File: src/rtl/alut_defines.svh
`ifndef ALUT_DEFINES_SVH
`define ALUT_DEFINES_SVH

// register map, 7-bit byte offsets
`define AL_FRM_D_ADDR_L   7'h00  // dest addr [31:0]
`define AL_FRM_D_ADDR_U   7'h04  // dest addr [47:32]
`define AL_FRM_S_ADDR_L   7'h08  // src addr [31:0]
`define AL_FRM_S_ADDR_U   7'h0C  // src addr [47:32]
`define AL_S_PORT         7'h10
`define AL_D_PORT         7'h14  // read only
`define AL_MAC_ADDR_L     7'h18  // switch own address
`define AL_MAC_ADDR_U     7'h1C
`define AL_CUR_TIME       7'h20  // read only
`define AL_BB_AGE         7'h24
`define AL_DIV_CLK        7'h28
`define AL_STATUS         7'h2C  // read only
`define AL_LST_INV_ADDR_L 7'h30  // read only
`define AL_LST_INV_ADDR_U 7'h34  // read only
`define AL_LST_INV_PORT   7'h38  // read only
`define AL_COMMAND        7'h3C  // write only, self clearing

// learning table geometry
`define AL_NUM_ENTRIES    8
`define AL_IDX_BITS       3

`define AL_BB_AGE_RST     32'hFFFF_FFFF  // never ages out by default

`endif

File: src/rtl/alut_ctrl_pkg.sv
package alut_ctrl_pkg;

   // command register encoding, 3 is a no-op
   typedef enum logic [1:0]
   {
      CMD_NONE  = 2'd0,
      CMD_CHECK = 2'd1,
      CMD_AGE   = 2'd2
   } cmd_t;

   // address checker FSM
   typedef enum logic [1:0]
   {
      CHK_IDLE,
      CHK_LOOKUP,  // dest lookup
      CHK_LEARN    // source learn
   } chk_state_t;

   // age checker FSM
   typedef enum logic {AGE_IDLE, AGE_SWEEP} age_state_t;

endpackage

File: src/rtl/alut_frame_pkg.sv
`include "alut_defines.svh"

package alut_frame_pkg;

   // widths that mean something on the frame side
   typedef logic [47:0] mac_addr_t;
   typedef logic [1:0]  port_t;     // one of four switch ports
   typedef logic [4:0]  dport_t;    // [3:0] port mask, [4] to switch itself
   typedef logic [31:0] time_t;     // prescaled ticks

   typedef logic [`AL_IDX_BITS-1:0] tbl_idx_t;  // low mac bits

   // one learning table slot
   typedef struct packed
   {
      logic      valid;
      mac_addr_t mac;
      port_t     port;
      time_t     stamp;  // time of last learn
   } tbl_entry_t;

endpackage

File: src/rtl/alut_mem_if.sv
`timescale 1ns/1ps

// one client port into the learning table
interface alut_mem_if import alut_frame_pkg::*; ();

   tbl_idx_t   rd_idx;    // combinational read address
   tbl_entry_t rd_entry;  // read data, same cycle
   logic       wr_en;     // write lands at next edge
   tbl_idx_t   wr_idx;
   tbl_entry_t wr_entry;

   // checker side
   modport client
   (
      output rd_idx, wr_en, wr_idx, wr_entry,
      input  rd_entry
   );

   // table side
   modport tbl
   (
      input  rd_idx, wr_en, wr_idx, wr_entry,
      output rd_entry
   );

endinterface

File: src/rtl/alut_addr_checker.sv
`timescale 1ns/1ps
`include "alut_defines.svh"

module alut_addr_checker import alut_frame_pkg::*, alut_ctrl_pkg::*;
(
   input  logic       pclk18,
   input  logic       n_p_reset18,
   input  cmd_t       command,
   input  mac_addr_t  d_addr,
   input  mac_addr_t  s_addr,
   input  port_t      s_port,
   input  mac_addr_t  mac_addr,
   input  time_t      curr_time,
   input  logic       clear_reused,
   output logic       add_check_active,
   output dport_t     d_port,
   output logic       reused,
   output mac_addr_t  lst_inv_addr_nrm,
   output port_t      lst_inv_port_nrm,
   alut_mem_if.client mem
);

   chk_state_t state;
   tbl_idx_t   d_idx;
   tbl_idx_t   s_idx;
   logic       hit;
   logic       collide;
   logic [3:0] src_mask;
   dport_t     lookup_port;

   assign d_idx = d_addr[`AL_IDX_BITS-1:0];
   assign s_idx = s_addr[`AL_IDX_BITS-1:0];

   // dest slot in LOOKUP, source slot in LEARN
   assign mem.rd_idx = (state == CHK_LOOKUP) ? d_idx : s_idx;

   assign hit      = mem.rd_entry.valid && (mem.rd_entry.mac == d_addr);
   assign collide  = mem.rd_entry.valid && (mem.rd_entry.mac != s_addr);
   assign src_mask = 4'b0001 << s_port;

   // --------------------
   // destination rule
   always_comb
   begin
      if (d_addr == mac_addr)
         lookup_port = 5'b10000;                            // for the switch
      else if (hit)
         lookup_port = {1'b0, 4'b0001 << mem.rd_entry.port};  // known port
      else
         lookup_port = {1'b0, ~src_mask};                   // flood, not back
   end

   // learn source, stamped with current time
   assign mem.wr_en    = (state == CHK_LEARN);
   assign mem.wr_idx   = s_idx;
   assign mem.wr_entry = tbl_entry_t'{valid: 1'b1, mac: s_addr, port: s_port,
                                      stamp: curr_time};

   assign add_check_active = (state != CHK_IDLE);

   // --------------------
   // FSM, two busy cycles per check
   always_ff @(posedge pclk18 or negedge n_p_reset18)
   begin
      if (!n_p_reset18)
      begin
         state  <= CHK_IDLE;
         d_port <= '0;
         reused <= 1'b0;
      end
      else
      begin
         case (state)
            CHK_IDLE :
            begin
               if (clear_reused)
                  reused <= 1'b0;  // sw ack via status read
               if (command == CMD_CHECK)
                  state <= CHK_LOOKUP;
            end
            CHK_LOOKUP :
            begin
               d_port <= lookup_port;
               state  <= CHK_LEARN;
            end
            CHK_LEARN :
            begin
               if (collide)
                  reused <= 1'b1;  // sticky until cleared
               state <= CHK_IDLE;
            end
            default : state <= CHK_IDLE;
         endcase
      end
   end

   // entry evicted by the learn write
   always_ff @(posedge pclk18)
   begin
      if (state == CHK_LEARN && collide)
      begin
         lst_inv_addr_nrm <= mem.rd_entry.mac;
         lst_inv_port_nrm <= mem.rd_entry.port;
      end
   end

endmodule

File: src/rtl/alut_age_checker.sv
`timescale 1ns/1ps
`include "alut_defines.svh"

module alut_age_checker import alut_frame_pkg::*, alut_ctrl_pkg::*;
(
   input  logic       pclk18,
   input  logic       n_p_reset18,
   input  cmd_t       command,
   input  logic [7:0] div_clk,
   input  time_t      best_bfr_age,
   output time_t      curr_time,
   output logic       age_check_active,
   output logic       inval_in_prog,
   output mac_addr_t  lst_inv_addr_cmd,
   output port_t      lst_inv_port_cmd,
   alut_mem_if.client mem
);

   age_state_t state;
   tbl_idx_t   idx;      // sweep pointer
   logic [7:0] pre_cnt;  // prescaler
   time_t      age;
   logic       stale;

   // --------------------
   // time base, one tick per div_clk+1 clocks
   always_ff @(posedge pclk18 or negedge n_p_reset18)
   begin
      if (!n_p_reset18)
      begin
         pre_cnt   <= '0;
         curr_time <= '0;
      end
      else if (pre_cnt >= div_clk)  // >= covers a lowered divider
      begin
         pre_cnt   <= '0;
         curr_time <= curr_time + time_t'(1);
      end
      else
         pre_cnt <= pre_cnt + 8'd1;
   end

   // age check on the slot under the pointer
   assign mem.rd_idx = idx;
   assign age        = curr_time - mem.rd_entry.stamp;  // wraps, unsigned
   assign stale      = (state == AGE_SWEEP) && mem.rd_entry.valid &&
                       (age > best_bfr_age);

   // write back with valid dropped
   assign mem.wr_en    = stale;
   assign mem.wr_idx   = idx;
   assign mem.wr_entry = tbl_entry_t'{valid: 1'b0, mac: mem.rd_entry.mac,
                                      port: mem.rd_entry.port,
                                      stamp: mem.rd_entry.stamp};

   // report to reg bank in the same cycle
   assign inval_in_prog    = stale;
   assign lst_inv_addr_cmd = mem.rd_entry.mac;
   assign lst_inv_port_cmd = mem.rd_entry.port;

   assign age_check_active = (state == AGE_SWEEP);

   // --------------------
   // sweep FSM, one index per cycle
   always_ff @(posedge pclk18 or negedge n_p_reset18)
   begin
      if (!n_p_reset18)
      begin
         state <= AGE_IDLE;
         idx   <= '0;
      end
      else
      begin
         case (state)
            AGE_IDLE :
            begin
               idx <= '0;
               if (command == CMD_AGE)
                  state <= AGE_SWEEP;
            end
            AGE_SWEEP :
            begin
               idx <= idx + tbl_idx_t'(1);
               if (idx == tbl_idx_t'(`AL_NUM_ENTRIES - 1))
                  state <= AGE_IDLE;  // last slot done
            end
            default : state <= AGE_IDLE;
         endcase
      end
   end

endmodule

File: src/rtl/alut_reg_bank.sv
`timescale 1ns/1ps
`include "alut_defines.svh"

module alut_reg_bank import alut_frame_pkg::*, alut_ctrl_pkg::*;
(
   input  logic        pclk18,
   input  logic        n_p_reset18,
   input  logic        psel,
   input  logic        penable,
   input  logic        pwrite,
   input  logic [6:0]  paddr,
   input  logic [31:0] pwdata,
   input  time_t       curr_time,
   input  logic        add_check_active,
   input  logic        age_check_active,
   input  logic        inval_in_prog,
   input  logic        reused,
   input  dport_t      d_port,
   input  mac_addr_t   lst_inv_addr_nrm,  // overwritten by learning
   input  port_t       lst_inv_port_nrm,
   input  mac_addr_t   lst_inv_addr_cmd,  // removed by aging
   input  port_t       lst_inv_port_cmd,
   output mac_addr_t   mac_addr,
   output mac_addr_t   d_addr,
   output mac_addr_t   s_addr,
   output port_t       s_port,
   output time_t       best_bfr_age,
   output logic [7:0]  div_clk,
   output cmd_t        command,
   output logic [31:0] prdata,
   output logic        clear_reused
);

   logic      read_enable;
   logic      write_enable;
   logic      active;
   cmd_t      wr_cmd;
   mac_addr_t lst_inv_addr;
   port_t     lst_inv_port;

   assign read_enable  = psel & ~penable & ~pwrite;  // setup phase
   assign write_enable = psel & penable & pwrite;    // access phase
   assign active       = add_check_active | age_check_active;
   assign wr_cmd       = cmd_t'(pwdata[1:0]);

   // status read while idle acks the reused flag
   assign clear_reused = read_enable & (paddr == `AL_STATUS) & ~active;

   // --------------------
   // read mux, data valid in access phase
   always_ff @(posedge pclk18 or negedge n_p_reset18)
   begin
      if (!n_p_reset18)
         prdata <= '0;
      else if (read_enable)
      begin
         case (paddr)
            `AL_FRM_D_ADDR_L   : prdata <= d_addr[31:0];
            `AL_FRM_D_ADDR_U   : prdata <= {16'd0, d_addr[47:32]};
            `AL_FRM_S_ADDR_L   : prdata <= s_addr[31:0];
            `AL_FRM_S_ADDR_U   : prdata <= {16'd0, s_addr[47:32]};
            `AL_S_PORT         : prdata <= {30'd0, s_port};
            `AL_D_PORT         : prdata <= {27'd0, d_port};
            `AL_MAC_ADDR_L     : prdata <= mac_addr[31:0];
            `AL_MAC_ADDR_U     : prdata <= {16'd0, mac_addr[47:32]};
            `AL_CUR_TIME       : prdata <= curr_time;
            `AL_BB_AGE         : prdata <= best_bfr_age;
            `AL_DIV_CLK        : prdata <= {24'd0, div_clk};
            `AL_STATUS         : prdata <= {29'd0, reused, inval_in_prog, active};
            `AL_LST_INV_ADDR_L : prdata <= lst_inv_addr[31:0];
            `AL_LST_INV_ADDR_U : prdata <= {16'd0, lst_inv_addr[47:32]};
            `AL_LST_INV_PORT   : prdata <= {30'd0, lst_inv_port};
            default            : prdata <= '0;  // unmapped, command
         endcase
      end
      else
         prdata <= '0;  // zero outside access phase
   end

   // --------------------
   // writable registers
   always_ff @(posedge pclk18 or negedge n_p_reset18)
   begin
      if (!n_p_reset18)
      begin
         d_addr       <= '0;
         s_addr       <= '0;
         s_port       <= '0;
         mac_addr     <= '0;
         best_bfr_age <= `AL_BB_AGE_RST;
         div_clk      <= '0;
      end
      else if (write_enable)
      begin
         case (paddr)
            `AL_FRM_D_ADDR_L : d_addr[31:0]    <= pwdata;
            `AL_FRM_D_ADDR_U : d_addr[47:32]   <= pwdata[15:0];
            `AL_FRM_S_ADDR_L : s_addr[31:0]    <= pwdata;
            `AL_FRM_S_ADDR_U : s_addr[47:32]   <= pwdata[15:0];
            `AL_S_PORT       : s_port          <= pwdata[1:0];
            `AL_MAC_ADDR_L   : mac_addr[31:0]  <= pwdata;
            `AL_MAC_ADDR_U   : mac_addr[47:32] <= pwdata[15:0];
            `AL_BB_AGE       : best_bfr_age    <= pwdata;
            `AL_DIV_CLK      : div_clk         <= pwdata[7:0];
            default          : ;  // read only or command
         endcase
      end
   end

   // command strobe, one cycle wide
   always_ff @(posedge pclk18 or negedge n_p_reset18)
   begin
      if (!n_p_reset18)
         command <= CMD_NONE;
      else if (command != CMD_NONE)
         command <= CMD_NONE;  // auto clear
      else if (write_enable && (paddr == `AL_COMMAND) && !active &&
               (wr_cmd == CMD_CHECK || wr_cmd == CMD_AGE))
         command <= wr_cmd;    // busy writes dropped
   end

   // --------------------
   // last invalidated entry, learning overwrite wins over aging
   always_ff @(posedge pclk18 or negedge n_p_reset18)
   begin
      if (!n_p_reset18)
      begin
         lst_inv_addr <= '0;
         lst_inv_port <= '0;
      end
      else if (reused)
      begin
         lst_inv_addr <= lst_inv_addr_nrm;
         lst_inv_port <= lst_inv_port_nrm;
      end
      else if (inval_in_prog)
      begin
         lst_inv_addr <= lst_inv_addr_cmd;  // aged entry this cycle
         lst_inv_port <= lst_inv_port_cmd;
      end
   end

endmodule

File: src/rtl/alut_table.sv
`timescale 1ns/1ps
`include "alut_defines.svh"

module alut_table import alut_frame_pkg::*;
(
   input logic     pclk18,
   input logic     n_p_reset18,
   alut_mem_if.tbl chk,  // address checker
   alut_mem_if.tbl age   // age checker
);

   tbl_entry_t entries [`AL_NUM_ENTRIES];

   // async reads, one per client
   assign chk.rd_entry = entries[chk.rd_idx];
   assign age.rd_entry = entries[age.rd_idx];

   // --------------------
   // writes, clients never busy together so no arbitration
   always_ff @(posedge pclk18 or negedge n_p_reset18)
   begin
      if (!n_p_reset18)
      begin
         for (int i = 0; i < `AL_NUM_ENTRIES; i++)
         begin
            entries[i] <= '0;  // all invalid
         end
      end
      else
      begin
         if (chk.wr_en)
            entries[chk.wr_idx] <= chk.wr_entry;  // learn
         if (age.wr_en)
            entries[age.wr_idx] <= age.wr_entry;  // invalidate
      end
   end

endmodule

File: src/rtl/alut_top.sv
`timescale 1ns/1ps

module alut_top import alut_frame_pkg::*, alut_ctrl_pkg::*;
(
   input  logic        pclk18,
   input  logic        n_p_reset18,
   input  logic        psel,
   input  logic        penable,
   input  logic        pwrite,
   input  logic [6:0]  paddr,
   input  logic [31:0] pwdata,
   output logic [31:0] prdata
);

   mac_addr_t  mac_addr;
   mac_addr_t  d_addr;
   mac_addr_t  s_addr;
   port_t      s_port;
   time_t      best_bfr_age;
   time_t      curr_time;
   logic [7:0] div_clk;
   cmd_t       command;
   logic       clear_reused;
   logic       add_check_active;
   logic       age_check_active;
   logic       inval_in_prog;
   logic       reused;
   dport_t     d_port;
   mac_addr_t  lst_inv_addr_nrm;
   port_t      lst_inv_port_nrm;
   mac_addr_t  lst_inv_addr_cmd;
   port_t      lst_inv_port_cmd;

   // table ports, one per checker
   alut_mem_if chk_mem ();
   alut_mem_if age_mem ();

   alut_reg_bank i_reg_bank (.*);

   alut_table i_table
   (
      .pclk18      (pclk18),
      .n_p_reset18 (n_p_reset18),
      .chk         (chk_mem),
      .age         (age_mem)
   );

   alut_addr_checker i_addr_checker (.*, .mem(chk_mem));

   alut_age_checker i_age_checker (.*, .mem(age_mem));

endmodule

File: config.mk
export PLATFORM = sky130hd
export DESIGN_NAME = alut_top
export DESIGN_NICKNAME = d
export VERILOG_FILES = /design/src/rtl/alut_ctrl_pkg.sv /design/src/rtl/alut_frame_pkg.sv /design/src/rtl/alut_mem_if.sv /design/src/rtl/alut_addr_checker.sv /design/src/rtl/alut_age_checker.sv /design/src/rtl/alut_reg_bank.sv /design/src/rtl/alut_table.sv /design/src/rtl/alut_top.sv
export VERILOG_INCLUDE_DIRS = /design/src /design/src/rtl
export SDC_FILE = /design/constraint.sdc
export NUM_CORES = 2
export LEC_CHECK = 0
export BUFFER_PORTS_ARGS = -buffer_cell sky130_fd_sc_hd__clkbuf_2
export CAP_MARGIN = 20
export CORE_MARGIN = 2
export CORE_UTILIZATION = 60
export DETAILED_ROUTE_END_ITERATION = 12
export PLACE_DENSITY_LB_ADDON = 0.3
export RECOVER_POWER = 100
export SYNTH_ARGS = -nofsm -noshare
export SYNTH_HDL_FRONTEND = slang
export SYNTH_SLANG_ARGS = --single-unit
File: constraint.sdc
create_clock -name pclk18 -period 9.1 [get_ports pclk18]
set_clock_uncertainty 0.05 [all_clocks]
set_input_delay 1.82 -clock pclk18 [delete_from_list [all_inputs] [get_ports pclk18]]
set_output_delay 1.82 -clock pclk18 [all_outputs]
set_load 0.02 [all_outputs]
* After elaboration in Yosys (flattened, before gate mapping)
Cells that the tools add are included.
Storage, ports and cells: output and inout bits 32, flip-flop bits (word level) 1036, logic and storage cells 174
Operators by class: add/sub/neg operators 4, shift operators 2, magnitude comparators 7, reductions and logical operators 29, mux-type cells 35, equal/unequal tests 28, bitwise operators 15
Operators by type and width (number):
- 664-bit bitwise mux | 2
- 664-bit two-way mux | 2
- 83-bit binary-select mux with 3-bit select | 2
- 83-bit demux with 3-bit select | 2
- 83-bit two-way mux | 6
- 32-bit one-hot mux with 15 select lines | 1
- 48-bit equality test | 2
- 48-bit two-way mux | 2
- 7-bit by 6-bit equality test with 1-bit output (second input constant) | 8
- 48-bit inequality test | 1
- 32-bit by 1-bit adder with 32-bit output (second input constant) | 1
- 32-bit greater-than comparator | 1
- 32-bit two-way mux | 1
- 32-bit subtractor | 1
- 7-bit by 5-bit equality test with 1-bit output (second input constant) | 4
- 2-bit AND reduction | 9
- 7-bit by 4-bit equality test with 1-bit output (second input constant) | 2
- 4-bit >= comparator (second input constant) | 3
- 3-bit inverter with 4-bit output | 3
- 1-bit logical AND | 10
- 2-bit two-way mux | 5
- 2-bit nonzero test | 5
- 8-bit by 1-bit adder with 8-bit output (second input constant) | 1
- 8-bit >= comparator | 1
- 26 further kinds | 45

* Depth between registers and ports, before layout
word-level depth 10, mapped depth 35, depth with buffers taken out 27

* Hierarchy
From an unflattened synthesis, not the netlist that was laid out.
Unflattened totals: cell total of the unflattened synthesis 5782, area, all modules 63781.2 um2
Modules (own cells, without submodules):
- alut_table | area each 40850.4 um2, cells an instance 3644, seq. area each 16615.9 um2, instances 1
- alut_reg_bank | area each 13052.5 um2, cells an instance 1055, seq. area each 6796.5 um2, instances 1
- alut_age_checker | area each 5674.2 um2, cells an instance 705, seq. area each 1101.1 um2, instances 1
- alut_addr_checker | area each 4204.0 um2, cells an instance 378, seq. area each 1701.6 um2, instances 1

* Worst setup path before layout
Ideal clock, no wire load.
path kind reg-to-reg, start register i_age_checker.idx[0] (netlist: i_age_checker.mem.rd_idx[0]), end register i_table.entries[179] (netlist name), setup time 0.081 ns, data arrival time 7.629 ns, path slack 1.340 ns, buffers on the path 9, data required time 8.969 ns, cell stages (with the launch flop) 36, cells stage by stage dfrtp_1 > clkbuf_1 > nor3b_1 > clkbuf_1 > clkbuf_1 > buf_1 > clkbuf_1 > a22oi_1 > and3_1 > clkbuf_1 > inv_1 > ha_1 > inv_1 > fa_1 > a211oi_1 > o21a_1 > o31ai_1 > a31oi_1 > o22ai_1 > o31a_1 > a221o_1 > a21o_1 > a21oi_1 > xnor2_1 > ha_1 > nand4_1 > nor4_1 > nand3_1 > nand3_1 > inv_1 > o211a_1 > clkbuf_1 > o21ai_0 > clkbuf_1 > buf_1 > mux2i_1
Between the ends: word-level cells in the longest chain between the ends 8, elaborated cells on any way between the ends 15
RTL lines:
- start: declaration | line alut_age_checker.sv:20 | tbl_idx_t idx;
- start signal: assignment | line alut_age_checker.sv:83 | idx <= idx + tbl_idx_t'(1);
- 3-bit inverter with 4-bit output (not written as such) (*) | line alut_table.sv:16, alut_table.sv:34
- 83-bit binary-select mux with 3-bit select | line alut_table.sv:16 | assign age.rd_entry = entries[age.rd_idx];
- 83-bit two-way mux (not written as such) (2 in a row) | line alut_table.sv:16
- 32-bit subtractor | line alut_age_checker.sv:45 | assign age = curr_time - mem.rd_entry.stamp;
- 32-bit greater-than comparator | line alut_age_checker.sv:47 | (age > best_bfr_age);
- 1-bit logical AND | line alut_age_checker.sv:46 | assign stale = (state == AGE_SWEEP) && mem.rd_entry.valid &&
- 664-bit two-way mux (*) | line alut_table.sv:33 | if (age.wr_en)
- end signal: indexed assignment | line alut_table.sv:32 | entries[chk.wr_idx] <= chk.wr_entry;
- end signal: indexed assignment | line alut_table.sv:34 | entries[age.wr_idx] <= age.wr_entry;
- end: declaration | line alut_table.sv:12 | tbl_entry_t entries [`AL_NUM_ENTRIES];
Mark *: on every way between the ends. The rest lies on a longest branch, timed or not. The select of a mux whose other input is x is not followed. A chain may end at the register's enable or synchronous reset.

* Worst setup path in the final report
start register i_age_checker.idx[0] (netlist: i_age_checker.mem.rd_idx[0]), end register i_table.entries[18] (netlist name)
The elaborated chain is that of the path after synthesis.

==> flow_summary.json <==
{
  "status": "finished with violations",
  "violations": "capacitance limit, slew limit",
  "post_drt_wl_per_cell_um": 32.4,
  "maxCapViolations": 13,
  "cts_tree": "done",
  "areaGrowthSynthToFinish_pct": 8.43,
  "ys_warn_count": 0,
  "hold_buffers": 0,
  "initial_core_util_pct": 60.7,
  "cp.arrival_ns": 9.05,
  "netlist_area_um2": 57700,
  "swShare_pct": 26.8,
  "placementRows": 113,
  "avgSynthCellArea_um2": 11.9,
  "setup_viol": 0,
  "slowest_stage": "nor3b_2",
  "first_pass_iters": 9,
  "cp_num_buf_inv": 3,
  "cp-end-kind": "register",
  "rsz0062_at_grt": "false",
  "finalNetCount": 4785,
  "cts-buffers-inserted": 111,
  "core_um2": 95200,
  "cp_top_family": "compound AO/OA/AOI/OAI gates",
  "tightest_slew_ns": 6.43,
  "synth_nets": 4987,
  "drc": 0,
  "h-tree-depth": 3,
  "routed-via-count": 44100,
  "worst_slack_ns": 0.627,
  "synthArstFlopShare_pct": 95.2,
  "track_usage_pct": 39.5,
  "drtIter0Drc": 5722,
  "synth_edf_count": 50,
  "pre_cts_slack_ns": 1.01,
  "hold_class": "reg2reg",
  "leakage_nw": 30.9,
  "ys_ff_latch": 1036,
  "die_h_um": 314,
  "drive_gt1_share_pct": 14.1,
  "ctsResizeCount": 0,
  "slew_violations": 525,
  "clock.fmax_ghz": 0.118,
  "grt_pass1_vias": 44400,
  "yosysSeqAreaShare_pct": 45.4,
  "ios": 76,
  "slew_headroom_pct": -329,
  "pwr-share-seq_pct": 44.6,
  "numClockSinks": 1036,
  "synthTopCellsByArea": "dfrtp_1 (41%), mux2i_1 (22%), mux2_2 (3.8%)",
  "synth_top_area_share_pct": 41.3,
  "antenna_found_initial": 15,
  "grt_max_degree": 185,
  "numPortBuffers": 75,
  "cp.required_ns": 9.68,
  "switching_power_mw": 2.91,
  "criticalPathCategory": "reg2reg",
  "crit_path_start_kind": "register",
  "p_clk_share_pct": 42.8,
  "avgViaCountPerCell": 7.31,
  "clk_latency_ns": 0.73,
  "pwr-share-comb_pct": 12.6,
  "power_density_nw_per_um2": 173,
  "globalplace.congestion": 1.02,
  "antenna_left": 0,
  "fin_util_pct": 65.8,
  "ys_types": 82,
  "min_period_ns": 8.47,
  "grt-ovfl-total": 0,
  "cts_root_buf": "clkbuf_16",
  "finalHoldViolCount": 0,
  "grt_pass1_wl_mm": 291,
  "clk_pin_slew_worst_paths_ns": 0.06,
  "path_max_fanout": 49,
  "synthCells": 4866,
  "die_w_um": 314,
  "yosysTopAreaCell": "dfrtp_1",
  "dieArea_um2": 98700,
  "cts_buffer_depth": 3,
  "post-dp-hpwl_mm": 118,
  "cts_setup_buffers": 0,
  "internal_power_mw": 7.93,
  "timing.final.crit_share_pct": 93.1,
  "drt-total-wl_mm": 195,
  "yosys_most_used_dff": "dfrtp_1",
  "fin_tns_setup_ns": 0,
  "max_stage_delay_ns": 0.73,
  "ir_drop_uv": 185
}
-- power groups by stage --
stage | clock network [mW] | registers, mW | logic [mW]
2_1_floorplan | 0 | 4.80 | 0.974
3_3_place_gp | 0 | 4.90 | 1.30
3_5_place_dp | 0 | 4.90 | 1.33
4_1_cts | 4.65 | 4.82 | 1.35
5_1_grt | 4.83 | 4.83 | 1.51
6_report | 4.64 | 4.83 | 1.37
-- cell families (layout without fill, tap and decap cells) --
kind of cell	count (synthesis)	in the layout	synth area share, %
multiplexers	1590	1590	29.9
flip-flops	1036	1036	45.4
AO/OA/AOI/OAI	765	765	10.3
buffers and inverters	609	502	4.14
AND/OR/NAND/NOR	599	599	5.72
XOR/XNOR	190	190	2.88
adder cells (fa/ha/maj)	77	77	1.68
other	0	6	0
-- path summary, 6_finish.rpt --
path                                                      from                     endpoint  depth (start not counted)  slack (ns)
max in group asynchronous                          n_p_reset18         i_table.entries[134]                          2        1.30
min reg2reg                i_addr_checker.lst_inv_addr_nrm[17]  i_reg_bank.lst_inv_addr[17]                          2        0.43
max reg2reg                        i_age_checker.mem.rd_idx[0]          i_table.entries[18]                         26        0.63
max                                i_age_checker.mem.rd_idx[0]          i_table.entries[18]                         26        0.63
min in group asynchronous                          n_p_reset18           i_table.entries[6]                          1        3.50
min                        i_addr_checker.lst_inv_addr_nrm[17]  i_reg_bank.lst_inv_addr[17]                          2        0.43
-- registers in the layout, indices dropped and copies added (netlist names), 3 cells and up --
name	cells
i_reg_bank.d_addr	48
i_reg_bank.prdata	32
i_table.entries	664
i_addr_checker.lst_inv_addr_nrm	48
i_age_checker.curr_time	32
i_reg_bank.best_bfr_age	32
i_addr_checker.d_port	5
i_reg_bank.s_addr	48
i_reg_bank.mac_addr	48
i_reg_bank.div_clk	8
i_reg_bank.lst_inv_addr	48
i_age_checker.pre_cnt	8
i_age_checker.mem.rd_idx	3
-- Yosys cell counts (all sizes together), types with 6 or more instances --
cell type	n
xnor2	116
a21boi	6
a311oi	6
a22oi	232
mux2	195
o21bai	8
nor2b	8
and2	21
o22ai	6
a31oi	32
a21oi	59
nand2b	13
a22o	92
nor3	25
a222oi	33
nor4	25
inv	104
o311ai	51
nand3	37
nor2	76
dfrtp	954
buf	174
clkbuf	329
nand2	156
mux2i	1311
dfstp	32
nand4	45
ha	76
o21ai	32
xor2	74
o211ai	21
and3	100
or4	6
a221oi	97
a21o	28
o21a	16
nor3b	7
or2	6
nand4b	51
edfxtp	50
a211oi	16
mux4	84
-- metrics by stage --
step           std cells  power [mW]  area [µm²]  hold WS, ns
2_1_floorplan       4866        5.77       57700        0.383
3_3_place_gp        5812        6.20       59100        0.410
3_5_place_dp        5813        6.23       59100        0.422
4_1_cts             6021        10.8       62800        0.435
5_1_grt             6027        11.2       62600        0.447
6_report            6030        10.8       62600        0.433
-- worst reg2reg max path, stage by stage, from the launching register on --
cell	delay [ns]
dfrtp_1	0.58
nor3b_2	0.73
clkbuf_2	0.59
a22o_1	0.23
a221oi_1	0.04
and3_1	0.34
ha_1	0.40
o21a_1	0.21
a21o_1	0.17
o21ba_2	0.24
o21ai_0	0.07
a2111oi_0	0.56
a21oi_1	0.17
a2111oi_0	0.44
o21bai_1	0.13
a21oi_1	0.19
xnor2_1	0.10
ha_1	0.29
nand4_1	0.12
nor4_1	0.59
nand3_1	0.13
nand3_1	0.15
inv_1	0.10
o211a_1	0.44
o21ai_4	0.29
buf_6	0.70
mux2i_1	0.35
-- per-layer routing --
metal | wire length, µm | GRT usage [%]
met1 | 73100 | 52.7
met5 | 89 | 0
met3 | 24800 | 12.0
met2 | 83500 | 56.8
met4 | 14000 | 23.4
-- layout by cell type (no fill, tap or decap), types with 34 or more instances in the layout --
| cell | count |
|---|---|
| o311ai_0 | 51 |
| mux2i_1 | 1311 |
| a221oi_1 | 97 |
| nand2_1 | 153 |
| xor2_1 | 74 |
| clkbuf_2 | 44 |
| ha_1 | 76 |
| clkbuf_1 | 83 |
| nand4_1 | 45 |
| and3_1 | 97 |
| xnor2_1 | 116 |
| buf_4 | 61 |
| clkbuf_16 | 113 |
| a21oi_1 | 58 |
| inv_1 | 104 |
| edfxtp_1 | 50 |
| mux4_2 | 83 |
| mux2_2 | 190 |
| nand4b_1 | 51 |
| a22o_1 | 92 |
| a22oi_1 | 232 |
| nand3_1 | 34 |
| dfrtp_1 | 953 |
| nor2_1 | 65 |
-- area by class of cell --
cell class | count | area (µm²)
clock buffer | 165 | 3300
antenna | 6 | 15.0
timing repair buffer | 188 | 1360
tap | 1265 | 1580
sequential | 1036 | 26200
clock inverter | 43 | 407
inverter | 106 | 399
multi-input combinational | 3221 | 29300
fill | 7111 | 32500
No activity file was read; power rests on OpenSTA's default activity.
